File: src/source/eeprom_ctrl_pkg.sv
`default_nettype none

package eeprom_ctrl_pkg;

    typedef enum logic [1:0]
    {
        cmd_start      = 2'd0,
        cmd_stop       = 2'd1,
        cmd_write_byte = 2'd2,
        cmd_read_byte  = 2'd3
    } bit_cmd_t;

    typedef enum logic [3:0]
    {
        st_idle,
        st_ready,
        st_write_start,
        st_ctrl_write,
        st_addr_write,
        st_data_write,
        st_read_start,
        st_ctrl_read,
        st_data_read,
        st_stop,
        st_ackn
    } master_state_t;

endpackage

`default_nettype wire

File: src/source/bit_engine.sv
`timescale 1ns/1ps
`default_nettype none

module bit_engine
(
    input  wire                       CLK,
    input  wire                       RESET,
    input  wire                       cmd_valid,
    input  wire eeprom_ctrl_pkg::bit_cmd_t cmd,
    input  wire  [7:0]                tx_byte,
    input  wire                       scl,
    input  wire                       tick_low_mid,
    input  wire                       tick_rise,
    input  wire                       tick_high_mid,
    input  wire                       sda_in,
    output logic                      cmd_done,
    output logic [7:0]                rx_byte,
    output logic                      ack_seen,
    output logic                      sda_drive_low,
    output logic                      scl_en
);

    import eeprom_ctrl_pkg::*;

    logic       active;
    bit_cmd_t   cur_cmd;
    logic [3:0] bit_cnt;
    logic [7:0] shreg;
    logic       rise_seen;
    logic       high_act;
    logic       last_bit;
    logic       is_cond;
    logic       finish;
    logic       shift_en;

    assign high_act = active & tick_high_mid & rise_seen;   // only a full bit counts
    assign last_bit = bit_cnt[3];                            // ninth bit, ack slot
    assign is_cond  = (cur_cmd == cmd_start) || (cur_cmd == cmd_stop);
    assign finish   = high_act & (is_cond | last_bit);
    assign shift_en = high_act & ~is_cond & ~last_bit;
    assign rx_byte  = shreg;

    always_ff @(posedge CLK)
    begin
        if (RESET)
        begin
            active        <= 1'b0;
            cur_cmd       <= cmd_start;
            bit_cnt       <= '0;
            rise_seen     <= 1'b0;
            cmd_done      <= 1'b0;
            ack_seen      <= 1'b0;
            sda_drive_low <= 1'b0;
            scl_en        <= 1'b0;
        end
        else
        begin
            cmd_done <= 1'b0;
            if (!active)
            begin
                if (cmd_valid)
                begin
                    active    <= 1'b1;
                    cur_cmd   <= cmd;
                    bit_cnt   <= '0;
                    rise_seen <= 1'b0;
                    scl_en    <= 1'b1;     // clock runs until the stop is done
                end
            end
            else if (tick_low_mid)
            begin
                case (cur_cmd)
                    cmd_start:      sda_drive_low <= 1'b0;   // high before scl rises
                    cmd_stop:       sda_drive_low <= 1'b1;
                    cmd_write_byte: sda_drive_low <= ~last_bit & ~shreg[7];
                    default:        sda_drive_low <= 1'b0;   // slave owns the line
                endcase
            end
            else if (tick_rise)
            begin
                rise_seen <= 1'b1;
            end
            else if (high_act)
            begin
                rise_seen <= 1'b0;
                if (cur_cmd == cmd_start)
                    sda_drive_low <= 1'b1;         // falling sda with scl high
                else if (cur_cmd == cmd_stop)
                    sda_drive_low <= 1'b0;         // rising sda with scl high
                else if (!last_bit)
                    bit_cnt <= bit_cnt + 1'b1;
                else if (cur_cmd == cmd_write_byte)
                    ack_seen <= ~sda_in;           // slave pulls low to ack

                if (finish)
                begin
                    active   <= 1'b0;
                    cmd_done <= 1'b1;
                    if (cur_cmd == cmd_stop)
                        scl_en <= 1'b0;
                end
            end
        end
    end

    // write shifts its msb out, read shifts the line in, same register
    always_ff @(posedge CLK)
    begin
        if (!active && cmd_valid)
            shreg <= tx_byte;
        else if (shift_en)
            shreg <= {shreg[6:0], sda_in};
    end

    // data moves only mid scl low, start and stop move it mid scl high
    sda_change_ok: assert property (@(posedge CLK) disable iff (RESET)
        $changed(sda_drive_low) |->
            $past(tick_low_mid && !scl) || $past(high_act && is_cond && scl));

    done_one_cycle: assert property (@(posedge CLK) disable iff (RESET)
        cmd_done |=> !cmd_done);

endmodule

`default_nettype wire

File: config.mk
export PLATFORM = sky130hd
export DESIGN_NAME = bit_engine
export DESIGN_NICKNAME = d
export VERILOG_FILES = /design/src/source/eeprom_ctrl_pkg.sv /design/src/source/bit_engine.sv
export SDC_FILE = /design/constraint.sdc
export NUM_CORES = 1
export LEC_CHECK = 0
export BUFFER_PORTS_ARGS = -buffer_cell sky130_fd_sc_hd__buf_2
export CORE_MARGIN = 2
export CORE_UTILIZATION = 44
export DETAILED_ROUTE_END_ITERATION = 12
export PLACE_DENSITY = 0.73
export SETUP_SLACK_MARGIN = 0.15
export SLEW_MARGIN = 20
export SYNTH_ARGS = -nofsm -noshare
export SYNTH_HDL_FRONTEND = slang
export SYNTH_SLANG_ARGS = --single-unit
File: constraint.sdc
create_clock -name CLK -period 1.78 [get_ports CLK]
set_input_delay 0.178 -clock CLK [delete_from_list [all_inputs] [get_ports CLK]]
set_output_delay 0.178 -clock CLK [all_outputs]
set_load 0.01 [all_outputs]
After elaboration in Yosys (flattened, before gate mapping)
Index checks and enable logic that the tools add are counted.
{ "totals": {"reg_bits": 20, "latch_bits": 0, "ramBits": 0, "rom_bits": 0, "out_inout_bits": 12, "wordCells": 90, "mem_count": 0} }
{ "op_classes": {"add_sub_neg": 1, "n_mul": 0, "n_div": 0, "magnitude_cmp": 0, "eq_ne": 12, "shifts": 0, "muxes": 34, "n_bitwise": 17, "n_reduce_logical": 16} }
{ "ops": {"columns": ["op", "n"], "rows": [
  ["4-bit two-way mux", 8],
  ["1-bit two-way mux", 23],
  ["8-bit two-way mux", 2],
  ["2-bit inequality test (second input constant)", 6],
  ["6-bit AND reduction", 2],
  ["1-bit NOT", 10],
  ["8-bit AND reduction", 1],
  ["7-bit AND reduction", 1],
  ["1-bit bitwise AND", 6],
  ["2-bit by 1-bit inequality test with 1-bit output (second input constant)", 3],
  ["2-bit nonzero test", 3],
  ["5-bit OR reduction", 1],
  ["4-bit by 1-bit adder with 4-bit output (second input constant)", 1],
  ["4-bit AND reduction", 1],
  ["3-bit by 2-bit inequality test with 1-bit output (second input constant)", 1],
  ["3-bit AND reduction", 1],
  ["3-bit nonzero test", 1],
  ["2-bit by 1-bit equality test with 1-bit output (second input constant)", 1],
  ["2-bit equality test (second input constant)", 1],
  ["2-bit logical NOT", 1],
  ["1-bit one-hot mux with 2 select lines", 1],
  ["2-bit AND reduction", 1],
  ["1-bit logical AND", 1],
  ["1-bit logical NOT", 1],
  ["other kinds (2)", 2]
]} }

Logic depth before layout (Yosys ltp)
{ "logic_depth": {"word_depth": 9, "depth_mapped": 7, "mapped_depth_nobuf": 6} }

Least setup slack after synthesis
OpenSTA, ideal clock, no wires.
{ "synth_path": {"path_kind": "register -> register", "start": "register cur_cmd[1]", "end": "register bit_cnt[1]", "setup_ns": 0.068, "arrival_time_ns": 1.777, "setup_slack_ns": -0.065, "stages_incl_launch_ff": 7, "path_buffers": 0, "synth_period_minus_slack_ns": 1.845, "path_cell_list": "dfxtp_1 > inv_1 > ha_1 > or2_4 > o41a_1 > or3b_1 > a21oi_2"} }
{ "synth_via": {"elab_chain_len": 3, "word_cells_on_any_way": 5, "cone_classes": "3 x eq/ne; 2 x reduce/logical"} }
{ "synth_lines": {"columns": ["element", "line", "rtl"], "rows": [
  ["start, declared", "bit_engine.sv:26", "bit_cmd_t cur_cmd;"],
  ["start signal, assigned", "bit_engine.sv:48", "cur_cmd <= cmd_start;"],
  ["start signal, assigned", "bit_engine.sv:64", "cur_cmd <= cmd;"],
  ["2-bit by 1-bit equality test with 1-bit output / 2-bit logical NOT (equally long branches)", "bit_engine.sv:88, bit_engine.sv:86", null],
  ["2-bit inequality test (no line)", null, null],
  ["7-bit AND reduction (no line) (*)", null, null],
  ["end signal, assigned", "bit_engine.sv:91", "bit_cnt <= bit_cnt + 1'b1;"],
  ["end, declared", "bit_engine.sv:27", "logic [3:0] bit_cnt;"]
]} }
Mark *: on every way between the ends. The rest lies on a longest branch, timed or not.
A chain may end at the register's enable or synchronous reset.

Final worst setup path
Ends and elaborated chain as after synthesis.

==> results.txt <==
sequential-to-total area share from yosys stat = 50.6%
total wire length = 2130 µm
Area contributors post-synth = dfxtp_1 25%, edfxtp_1 25%, mux2_2 9.5%, ha_1 5.3%, nor2_1 3.6%
Syn Nets = 111
Post-synth EDFFs = 8
Period Utilization, post-route = 97.7%
first-pass GRT wire length = 3550 µm
Fmax achieved = 575 MHz
Min Hold Slack = 0.0852 ns
I/O Buffers = 28
Post-synth ARST share = 0%
pins over their slew limit = 0
Clock Skew = 0.00351 ns
H-tree depth = 1
startpoint types = register
most frequent cell after synthesis = dfxtp_1
relative slew slack = 83.3%
Logic pwr share = 18.6%
vias per cell = 5.35
distinct cell type count after synthesis = 31
largest net degree at the start of global routing = 16
unrepaired setup endpoints after global routing = true
GR Util met1 = 23.4%
CTS tree = built
worst-path fanout max = 4
die width = 50.5 µm
worst reg2reg setup slack = 0.04 ns
maximum vdd drop = 0.464 mV
Max Buffers Root-to-Sink = 2
grt ovf = 0
M2 GR Usage = 31.1%
row count = 16
data required time of the worst path = 2.03 ns
vias = 830
met3 capacity usage during global routing = 3.57%
initial antenna violation count = 0
dpl ws = -0.0239 ns
Area Overhead vs Synth = 36.0%
Sw Ratio = 26.4%
Syn Area/Cell = 10.7 µm²
Worst Path Arrival = 1.99 ns
Hold Vio Cnt, Final = 0
# clock sinks = 20
Max Cap Viol = 0
WL/cell = 13.7 µm
Post-DP HPWL = 1560 µm
P_leak = 0.000526 µW
status = completed
internal power = 671 µW
NetSw = 240 µW
final worst setup slack = 0.0405 ns
IO Pins = 30
worst hold path class = primary input to register
GPL Wtd Cong = 0.868
initial DRC count = 19
final net count = 151
ys flop type = dfxtp_1
Antenna diodes = 0
Worst-path clk slew = 0.12 ns
biggest area consumer among synthesized cells = dfxtp_1
Reg power frac = 56.4%
Power Density = 705 nW/µm²
top cell type's share of synthesized area = 25.3%
post-synthesis cell area = 950 µm²
GRT Total Usage = 18.8%
clk_lat worst skew = 0.31 ns
die area = 2550 µm²
Initial Utilization = 47.4%
drc violations = 0
#FFs+latches synth = 20
Worst Setup End Kind = register
share of layout cells above drive strength 1 = 47.7%
CTS Hold Bufs = 0
YS warnings = 0
core area = 2000 µm²
Cells after Synth = 89
Least-Margin Pin Slew = 0.248 ns
final setup vio count = 0
Die Ht = 50.5 µm
vias in the first global route = 814
Final Critical Period = 1.74 ns
Initial DRT Pass Iterations = 4
WS Path Type = register to register
Clock power frac = 25.0%
synth cell count leaders = 12 x dfxtp_1, 9 x nor2_1, 8 x edfxtp_1, 8 x mux2_2
Root Buffer = clkbuf_4
number of buffers created by CTS = 3
post-route ant nets = 0
busiest grt layer = met2
stage by stage:
stage                     cell area [µm²]  power (µW)  TNS, ns  cells  util [%]
after floorplan                       977         609        0     89         -
after detailed placement             1190         675  -0.0239    146      59.6
after global routing                 1290         951        0    155      64.5
after CTS                            1220         898        0    150      60.9
final                                1290         911        0    155      64.5
after global placement               1190         670        0    146      59.6
path summary, 6_finish.rpt:
kind                                 start    endpoint  depth (start not counted)
worst min register to register  bit_cnt[2]  bit_cnt[2]                          2
worst max-delay path            cur_cmd[1]  bit_cnt[1]                          6
worst max register to register  cur_cmd[1]  bit_cnt[1]                          6
worst min-delay path                cmd[0]  cur_cmd[0]                          3
cells by family after synthesis:
logic type               count (synthesis)  share of synthesized area [%]
AND/OR/NAND/NOR                         31                           18.2
buffers and inverters                    7                           2.90
AO/OA/AOI/OAI                           18                           12.5
flip-flops                              20                           50.6
multiplexers                             9                           10.5
adder cells (fa/ha/maj)                  4                           5.27
power by group through the flow:
stage,clock network (µW),logic [µW],registers [µW]
after CTS,232,152,514
after floorplan,0,78.1,531
final,228,169,514
after global placement,0,147,523
after global routing,247,187,517
after detailed placement,0,151,524
layout by cell type, fill, tap and decap left out, types with 4 or more instances in the layout:
cell	count
nor2_1	9
buf_4	9
nor3_1	4
edfxtp_1	8
a21oi_1	5
buf_2	28
dfxtp_1	10
mux2_2	8
cell type report:
type                       instances  area (µm²)
clock buffer                       3        22.5
multi-input combinational         62         490
timing repair buffer              39         239
sequential                        20         485
fill                             166         711
inverter                           3        16.3
tap                               27        33.8
clock inverter                     1        3.75
worst max-delay path, stage by stage, from the launching register on:
cell and delay [ns]:
dfxtp_2 0.37, inv_4 0.05, ha_4 0.15, or2_4 0.27
o41a_1 0.35, or3b_1 0.37, a21oi_2 0.12
flip-flops by register name, indices dropped and copies added (netlist names):
name	count
ack_seen	1
active	1
bit_cnt	4
cmd_done	1
cur_cmd	2
rise_seen	1
rx_byte	8
scl_en	1
sda_drive_low	1
metal layers:
layer | vias up | wire length (µm)
met3 | 5 | 112
met1 | 386 | 915
met5 | - | 0
met4 | 0 | 39
met2 | 31 | 1060
li1 | 408 | -
what timing repair did:
action	in CTS	in global routing
setup buffers	0	5
pin swaps	1	4
resized for setup	1	8
cloned	0	0
endpoints found under the hold margin	0	0
setup endpoints to repair	13	13
Note: power is estimated with default switching activity, not from simulation.
