<file path="src/source/eeprom_settings.svh">
`ifndef EEPROM_SETTINGS_SVH
`define EEPROM_SETTINGS_SVH

// system clocks per scl period
// multiple of 4, and 8 or more so a command can be taken between bits
`define EE_SCL_DIV 8

`define EE_ADDR_W 11        // 2 KB array, 8 blocks of 256

// 24Cxx family code in the top nibble of the control byte
`define EE_DEV_CODE 4'b1010

`endif

</file>
<file path="src/source/serial_clock_gen.sv">
`timescale 1ns/1ps
`default_nettype none

`include "eeprom_settings.svh"

module serial_clock_gen
(
    input  wire  CLK,
    input  wire  RESET,
    input  wire  scl_en,
    output logic scl,
    output logic tick_low_mid,
    output logic tick_rise,
    output logic tick_high_mid
);

    localparam int DIV   = `EE_SCL_DIV;
    localparam int CNT_W = $clog2(DIV);

    localparam logic [CNT_W-1:0] QTR     = CNT_W'(DIV / 4);
    localparam logic [CNT_W-1:0] HALF    = CNT_W'(DIV / 2);
    localparam logic [CNT_W-1:0] THREE_Q = CNT_W'(3 * DIV / 4);
    localparam logic [CNT_W-1:0] LAST    = CNT_W'(DIV - 1);

    logic [CNT_W-1:0] cnt;

    // outputs trail cnt by one cycle, so scl and strobes stay aligned
    always_ff @(posedge CLK)
    begin
        if (RESET || !scl_en)
        begin
            cnt           <= '0;
            scl           <= 1'b1;     // bus idles with scl high
            tick_low_mid  <= 1'b0;
            tick_rise     <= 1'b0;
            tick_high_mid <= 1'b0;
        end
        else
        begin
            cnt           <= (cnt == LAST) ? '0 : cnt + 1'b1;
            scl           <= (cnt >= HALF);
            tick_low_mid  <= (cnt == QTR);
            tick_rise     <= (cnt == HALF);
            tick_high_mid <= (cnt == THREE_Q);
        end
    end

endmodule

`default_nettype wire

</file>
<file path="config.mk">
export PLATFORM = sky130hd
export DESIGN_NAME = serial_clock_gen
export DESIGN_NICKNAME = d
export VERILOG_FILES = /design/src/source/serial_clock_gen.sv
export VERILOG_INCLUDE_DIRS = /design/src /design/src/source
export SDC_FILE = /design/constraint.sdc
export NUM_CORES = 1
export LEC_CHECK = 0
export CORE_AREA = 10 10 47 49
export DETAILED_ROUTE_END_ITERATION = 10
export DIE_AREA = 0 0 57 59
export DONT_BUFFER_PORTS = 1
export PLACE_DENSITY_LB_ADDON = 0.12
export SLEW_MARGIN = 20
export SYNTH_ARGS = -nofsm -noshare
export SYNTH_HDL_FRONTEND = slang
export SYNTH_SLANG_ARGS = --single-unit
</file>
<file path="constraint.sdc">
create_clock -name CLK -period 3.4 [get_ports CLK]
set_clock_uncertainty 0.15 [all_clocks]
set_input_delay 0.68 -clock CLK [delete_from_list [all_inputs] [get_ports CLK]]
set_output_delay 0.68 -clock CLK [all_outputs]
set_load 0.005 [all_outputs]
</file>
# Yosys cells after proc, flatten, opt, wreduce, memory -nomap -nowiden

Index checks and enable logic that the tools add are counted.

Bits in registers: 7
Output and inout port bits: 4
Input port bits: 3

Add/subtract/negate cells: 1
Equal/unequal tests: 4
$lt $le $gt $ge: 1
Reduce and logical (&&, ||, !) cells: 3

Operators by type and width:

| kind                                                                  | count |
|---|---|
| 3-bit equality test, second input constant                            | 3 |
| 3-bit by 1-bit adder with 3-bit output, second input constant         | 1 |
| 3-bit by 2-bit equality test with 1-bit output, second input constant | 1 |
| 3-bit >= comparator, second input constant                            | 1 |
| 2-bit OR reduction                                                    | 1 |
| 1-bit logical NOT                                                     | 1 |
| 1-bit logical OR                                                      | 1 |

# Depth between registers and ports, before layout

Gate-level depths: netlist of run 1.

Word-level depth: 3
Gate-level depth with buffers: 3
Gate-level depth less buffers: 3

# Worst setup path before layout of run 1

OpenSTA, ideal clock, no wires.

Path kind: in2reg
From: input RESET
To: register scl
Library setup time: 0.127 ns
Path buffers: 0
Slack: 2.098 ns
Data arrival time: 1.025 ns
Cell stages on the path: 1
Path through: or3b_1

Longest elaborated chain between the ends: 1

RTL lines:

| element                | line                   | RTL |
|---|---|---|
| start: declaration     | serial_clock_gen.sv:9  | `input wire RESET,` |
| 1-bit logical OR       | serial_clock_gen.sv:30 | `if (RESET \|\| !scl_en)` |
| end signal: assignment | serial_clock_gen.sv:41 | `scl <= (cnt >= HALF);` |
| end: declaration       | serial_clock_gen.sv:11 | `output logic scl,` |

No other way between the ends.
A chain may end at the register's enable or synchronous reset.

# Worst setup path in the final report of run 1

From: register scl
To: output scl

No word-level cell between the ends.

==> flow_summary.ini, run 1 <==
[placed_design]
gp_routability_congestion = 0.594
port_buffers = 0
placed_cells = 36

[floorplan]
fp.dieArea_sq_um = 3360
die_height_microns = 59
start_util_pct = 19.9
dieWidth_microns = 57
pin_count = 7
coreArea_sq_um = 1400
rows = 14

[layout]
drive_above_1_share_pct = 33.3
area_growth_pct = 16.6
instances_no_fill = 40
final_core_util_pct = 23.2
nNetsFinal = 32
n_antenna_cell = 0

[synthesis]
synth_area_sq_um = 279
netlist_instances = 20
synth_cell_types = 8
syn_avg_cell_area_sq_um = 14.0
ys_ff_latch = 7
ys_warn_count = 0
yosysSeqAreaShare_pct = 50.2
synth_nets = 27

[flow_run]
drv_cap = 0

[global_route]
grt_pass1_vias = 183
grt_max_degree = 8
grt.total_usage_pct = 3.37
antenna_found_initial = 0
grt_pass1_wl_microns = 752
grt_overflow_total = 0

[drt]
num_vias = 162
firstDrtPassIters = 2
initialDrtViolationCount = 1
drc = 0
wl_per_cell_microns = 12.2
vias_per_cell = 4.05
drtAntennaViolNets = 0
wirelength_microns = 488

[critical_path]
r2r_start = cnt[0]
startpoint = scl
critPathArrivalTime_ps = 590
critical_path_class = reg2out
start_kind = register
critPathCaptureType = primary output
worstPathRequired_ps = 2570
path_max_fanout = 1

[pwr]
switchingPower_mw = 0.0360
leakage_nw = 0.139
peakVddDrop_mv = 0.149
p_total_mw = 0.168
clockPowerShare_pct = 46.3
p_int_mw = 0.132
switching_share_pct = 21.4
powerDensity_nw_per_um2 = 517
pwr-share-seq_pct = 50.9
combPwrFrac_pct = 2.8

[cts]
cts_resized = 0
cts_htree_levels = 1
ctsHoldBuffers = 0
cts.sinks = 7
clock_latency_ps = 260
cts_buffers = 3
clk_pin_slew_ps = 50
cts_root_buffer = clkbuf_4
cts_tree = yes
cts_setup_buffers = 0
clock_path_buffers = 2

[timing]
setup_viol = 0
fin_crit_ps = 1420
hold_viol = 0
maxSlewHeadroom_pct = 84.5
tns_ps = 0
report.final.slew_viol_count = 0
rsz0062_at_grt = no
clock.fmax_mhz = 703
fin_crit_sh_pct = 41.8
fin_hold_ws_ps = 321
worst_pin_slew_ps = 230

[min_path]
holdCritStartpoint = cnt[0]
hold_path.class = reg2reg

[status]
status = finished clean
[layer usage]
metal  share of wire, %  wire length [microns]  track usage (%)
met4                4.3                     21             4.03
met1                 51                    250             3.20
met2                 31                    153             3.72
met3                 13                     63             3.22
met5                  0                      0                0
[sequential cells by signal, indices dropped and copies added (netlist names)]
signal         flops
scl                1
tick_rise          1
cnt                3
tick_high_mid      1
tick_low_mid       1
[cells in the final DEF, fill, tap and decap left out]
cell type / Yosys / routed
and4b_2: 2 / 2
and4bb_2: 2 / 2
clkbuf_1: 0 / 1
clkbuf_4: 0 / 3
dfxtp_1: 7 / 7
ha_1: 4 / 4
inv_1: 2 / 2
nor4b_2: 1 / 1
nor4bb_1: 1 / 1
or3b_1: 1 / 1
[logic make-up after synthesis]
logic type,synth area share [%]
adders and majority gates,17.9
buffers and inverters,2.69
DFF,50.2
and+or+nand+nor,29.1
[worst paths after layout]
| check | cells after the start | to | slack [ps] |
|---|---|---|---|
| setup / recovery | 0 | scl | 1980 |
| setup reg to reg | 3 | cnt[1] | 2130 |
| hold reg to reg | 1 | cnt[0] | 320 |
| hold / removal | 1 | cnt[0] | 320 |
[metrics by stage]
step / setup slack, ps / area [sq um]
after detailed placement: 2090 / 299
final: 1980 / 325
after global placement: 2090 / 299
after CTS: 1960 / 325
after global routing: 1940 / 325
after floorplan: 2100 / 279
[synthesized netlist by cell type]
library cell / n / area, sq um
inv_1: 2 / 7.51
ha_1: 4 / 50.1
nor4b_2: 1 / 15.0
and4b_2: 2 / 22.5
dfxtp_1: 7 / 140
and4bb_2: 2 / 25.0
nor4bb_1: 1 / 10.0
or3b_1: 1 / 8.76
[power by group through the flow]
| stage | Sequential, mW | Clock (mW) | Combinational, mW |
|---|---|---|---|
| 2_1_floorplan | 0.0869 | 0 | 0.00416 |
| 3_3_place_gp | 0.0873 | 0 | 0.00491 |
| 3_5_place_dp | 0.0874 | 0 | 0.00474 |
| 4_1_cts | 0.0856 | 0.0802 | 0.00481 |
| 5_1_grt | 0.0858 | 0.0854 | 0.00526 |
| 6_report | 0.0856 | 0.0780 | 0.00475 |
[final cells by class]
cell class / instances / area, sq um
fillers: 157 / 1080
flip-flops and latches: 7 / 140
multi-input cells: 11 / 131
clock buffers: 4 / 26.3
well taps: 16 / 20.0
inverters: 2 / 7.51
No activity file was read; power rests on OpenSTA's default activity.
==> run 2: changes to the inputs <==
==> constraint.sdc (replaced) <==
create_clock -name CLK -period 1.4 [get_ports CLK]
set_clock_uncertainty 0.15 [all_clocks]
set_input_delay 0.28 -clock CLK [delete_from_list [all_inputs] [get_ports CLK]]
set_output_delay 0.28 -clock CLK [all_outputs]
set_load 0.005 [all_outputs]
==> run 2 against run 1 <==
Against the previous run:
- core utilization up 0.71 points
- setup slack worse by 1900 ps
- register-to-register slack worse by 2000 ps
- combinational power rose to 3.1 times the previous value
- highest routed layer is now met3
- clock-buffer cell count unchanged
- first-iteration DRC count down 100%
- die area unchanged
==> flow_summary.ini, run 2 (synthesized netlist as in run 1, its figures left out) <==
[status]
status = finished clean

[layout]
drive_above_1_share_pct = 32.0
instances_no_fill = 41
fill_cells = 156
layout_common_cells = dfxtp_1 (7), ha_1 (4), clkbuf_4 (3)
regMostFlops = cnt
largest_register_ffs = 3
layout_commonest_cell = dfxtp_1
nNetsFinal = 33
area_growth_pct = 20.2
seq_area_sq_um = 140
multiInputGateArea_sq_um = 131
n_antenna_cell = 0

[global_route]
grt.total_usage_pct = 3.58
grt_pass1_vias = 189
antenna_found_initial = 0
grt_pass1_wl_microns = 862
grt_overflow_total = 0
grt_max_degree = 8

[drt]
wl_per_cell_microns = 12.2
initialDrtViolationCount = 0
wirelength_microns = 499
drc = 0
firstDrtPassIters = 1
num_vias = 168
drtAntennaViolNets = 0
vias_per_cell = 4.10

[critical_path]
r2r_start = cnt[0]
critPathBufInv = 1
crit_chain = dlygate4sd3_1, or3b_1
worstReg2RegEnd = cnt[2]
cp_slowest_stage_delay_ps = 600
critPathSlowestCell = dlygate4sd3_1
start_kind = input pin
critical_path_class = in2reg
r2r_setup_slack_ps = 150
critPathCaptureType = register
critPathTopFamily = buffers and inverters
critPathArrivalTime_ps = 1270
worstPathRequired_ps = 1370
reg2reg_depth = 3
path_max_fanout = 5

[timing]
setup_viol = 0
worst_pin_slew_ps = 188
tns_ps = 0
rsz0062_at_grt = no
setup_slack_ps = 105
clock.fmax_mhz = 772
hold_viol = 0
fin_crit_sh_pct = 92.5
fin_crit_ps = 1290
report.final.slew_viol_count = 0
maxSlewHeadroom_pct = 87.3

[cts]
cts_root_buffer = clkbuf_4
cts_buffers = 3
cts_tree = yes
cts.sinks = 7
clock_latency_ps = 250
clock_path_buffers = 2
clk_pin_slew_ps = 50
cts_htree_levels = 1
cts_resized = 0

[floorplan]
die_height_microns = 59
pin_count = 7
coreArea_sq_um = 1400
start_util_pct = 19.9
fp.dieArea_sq_um = 3360
dieWidth_microns = 57
rows = 14

[placed_design]
placed_cells = 36
dp_hpwl_microns = 357
port_buffers = 0
gp_routability_congestion = 0.729
post-place-ws_ps = 160

[pwr]
peakVddDrop_mv = 0.337
leakage_nw = 0.143
powerDensity_nw_per_um2 = 1200

[min_path]
hold_path_depth = 1
hold_path.class = in2reg
holdCritStartpoint = scl_en
hold_end = cnt[1]

[flow_run]
drv_cap = 0
-- run 2: changes by cell type in the layout (fill, tap and decap cells not counted) --
cell	previous run	this run
dlygate4sd3_1	0	1
-- run 2: final cells by class --
class                      count  share of cell area [%]
timing repair buffer           1                    2.99
multi-input combinational     11                    39.2
clock buffer                   4                    7.84
tap                           16                    5.97
inverter                       2                    2.24
sequential                     7                    41.8
-- run 2: worst max-delay path by stage --
| stage | cells past startpoint | slack [ps] | from | end |
|---|---|---|---|---|
| 2_1_floorplan | 3 | 180 | cnt[0] | cnt[2] |
| 3_3_place_gp | 3 | 150 | cnt[0] | cnt[2] |
| 3_5_place_dp | 3 | 160 | cnt[0] | cnt[2] |
| 4_1_cts | 2 | 120 | RESET | scl |
| 5_1_grt | 2 | 100 | RESET | scl |
| 6_report | 2 | 110 | RESET | scl |
-- run 2: power breakdown --
part	switching (mW)	internal [mW]	leakage, nW	total (mW)
sequential	0.00348	0.204	0.0570	0.208
combinational	0.00518	0.00975	0.0713	0.0149
clock	0.0704	0.108	0.0150	0.179
total	0.0791	0.323	0.143	0.402
-- run 2: timing repair --
item                      in CTS  in global routing
buffers inserted               0                  0
hold endpoints to repair       3                  0
hold buffers                   1                  0
-- run 2: per-layer routing --
metal,track usage (%),vias up,routed length [microns]
met5,0,-,0
met4,2.01,0,0
met3,5.58,0,121
met2,4.65,10,185
met1,2.49,75,192
li1,-,83,-
-- run 2: stage by stage --
stage               cell area [sq um]  hold slack [ps]  power, mW  utilization, %
CTS                               335             21.2      0.412            23.9
detailed placement                299              207      0.223            21.3
global placement                  299              205      0.223            21.3
finish                            335             30.3      0.402            23.9
global route                      335             17.4      0.422            23.9
floorplan                         279              201      0.221               -
==> run 3: changes to the inputs <==
--- a/config.mk
+++ b/config.mk
@@ -6,10 +6,10 @@
 export SDC_FILE = /design/constraint.sdc
 export NUM_CORES = 1
 export LEC_CHECK = 0
+export BUFFER_PORTS_ARGS = -buffer_cell sky130_fd_sc_hd__buf_2
 export CORE_AREA = 10 10 47 49
 export DETAILED_ROUTE_END_ITERATION = 10
 export DIE_AREA = 0 0 57 59
-export DONT_BUFFER_PORTS = 1
 export PLACE_DENSITY_LB_ADDON = 0.12
 export SLEW_MARGIN = 20
 export SYNTH_ARGS = -nofsm -noshare
==> run 3 against run 2 <==
Against the previous run:
- sequential power is essentially flat
- via count grew 8.3%
- cell count grew 12%
- combinational power grew 36%
- register-to-register slack is essentially flat
- largest cell class unchanged
- final area grew 6.0%
- worst hold slack gained 110 ps
- die area is the same
==> flow_summary.ini, run 3 (synthesized netlist as in run 1, its figures left out) <==
[cts]
ctsHoldBuffers = 0
cts_resized = 0
cts_setup_buffers = 0
clock_path_buffers = 2
clk_pin_slew_ps = 50
cts_buffers = 3
cts_tree = yes
clock_latency_ps = 250
cts.sinks = 7
cts_htree_levels = 1
cts_root_buffer = clkbuf_4

[drt]
wirelength_microns = 491
num_vias = 182
dr_wl_met3_microns = 94
firstDrtPassIters = 1
wl_met1_microns = 207
vias_per_cell = 3.96
drtAntennaViolNets = 0
drc = 0
wl_met2_microns = 183
initialDrtViolationCount = 0
top_layer = met4
wl_per_cell_microns = 10.7

[pwr]
powerDensity_nw_per_um2 = 1150
pwr-share-seq_pct = 50.6
clockPowerShare_pct = 44.5
switchingPower_mw = 0.0853
p_int_mw = 0.324
combPwrFrac_pct = 4.9
switching_share_pct = 20.9
leakage_nw = 0.167
peakVddDrop_mv = 0.307
p_total_mw = 0.409

[floorplan]
die_height_microns = 59
pin_count = 7
start_util_pct = 19.9
fp.dieArea_sq_um = 3360
dieWidth_microns = 57
rows = 14
coreArea_sq_um = 1400

[critical_path]
start_kind = register
reg2reg_depth = 3
critPathArrivalTime_ps = 1250
path_max_fanout = 3
critical_path_class = reg2reg
worstPathRequired_ps = 1400
critPathCaptureType = register

[timing]
setup_viol = 0
clock.fmax_mhz = 798
tns_ps = 0
fin_crit_ps = 1250
worst_pin_slew_ps = 225
hold_viol = 0
maxSlewHeadroom_pct = 84.8
fin_crit_sh_pct = 89.5
rsz0062_at_grt = no
report.final.slew_viol_count = 0

[layout]
largest_register_ffs = 3
area_growth_pct = 27.4
layout_commonest_cell = dfxtp_1
layout_common_cells = dfxtp_1 (7), buf_2 (6), ha_1 (4)
nNetsFinal = 38
regMostFlops = cnt
final_core_util_pct = 25.4
n_antenna_cell = 0
final_area_sq_um = 355
instances_no_fill = 46
drive_above_1_share_pct = 46.7

[min_path]
hold_path.class = in2reg
hold_path_depth = 2

[global_route]
grt_max_degree = 8
grt_pass1_vias = 203
grt_overflow_total = 0
antenna_found_initial = 0
grt_pass1_wl_microns = 924
grt.total_usage_pct = 3.94

[placed_design]
gp_routability_congestion = 0.634
placed_cells = 42
dpl-instance-area_sq_um = 329
port_buffers = 6

[flow_run]
drv_cap = 0

[status]
status = finished clean
## run 3: cell count changes in the layout (fill, tap and decap cells not counted), sizes merged
cell | previous run | this run
dlygate4sd3 | 1 | 0
buf | 0 | 6
## run 3: metal layers
layer	up-vias	track usage, %
li1	94	-
met1	79	3.34
met2	7	4.19
met3	2	4.51
met4	0	5.03
met5	-	0
## run 3: cell type report
class / instances / area, sq um
fillers: 165 / 1050
flip-flops and latches: 7 / 140
multi-input cells: 11 / 131
repair buffers: 6 / 30.0
clock buffers: 4 / 26.3
well taps: 16 / 20.0
inverters: 2 / 7.51
## run 3: power by group through the flow
stage / clock, mW / combinational [mW] / sequential (mW)
after detailed placement: 0 / 0.0204 / 0.211
final: 0.182 / 0.0202 / 0.207
after global placement: 0 / 0.0205 / 0.211
after floorplan: 0 / 0.0101 / 0.211
after global routing: 0.210 / 0.0232 / 0.208
after CTS: 0.195 / 0.0206 / 0.207
## run 3: per-stage QoR
| step | setup slack (ps) | hold slack [ps] |
|---|---|---|
| finish | 147 | 142 |
| global route | 92.1 | 135 |
| CTS | 150 | 132 |
| detailed placement | 157 | 315 |
| global placement | 157 | 308 |
| floorplan | 180 | 201 |
## run 3: path summary, 6_finish.rpt
path / from / slack (ps) / to
worst max-delay path: cnt[0] / 150 / cnt[1]
worst min register to register: cnt[0] / 320 / cnt[0]
worst min-delay path: RESET / 140 / cnt[0]
worst max register to register: cnt[0] / 150 / cnt[1]
## run 3: critical path: stages (launching register included)
cell      delay [ps]
dfxtp_1          320
ha_1             200
ha_1             220
nor4bb_1         270
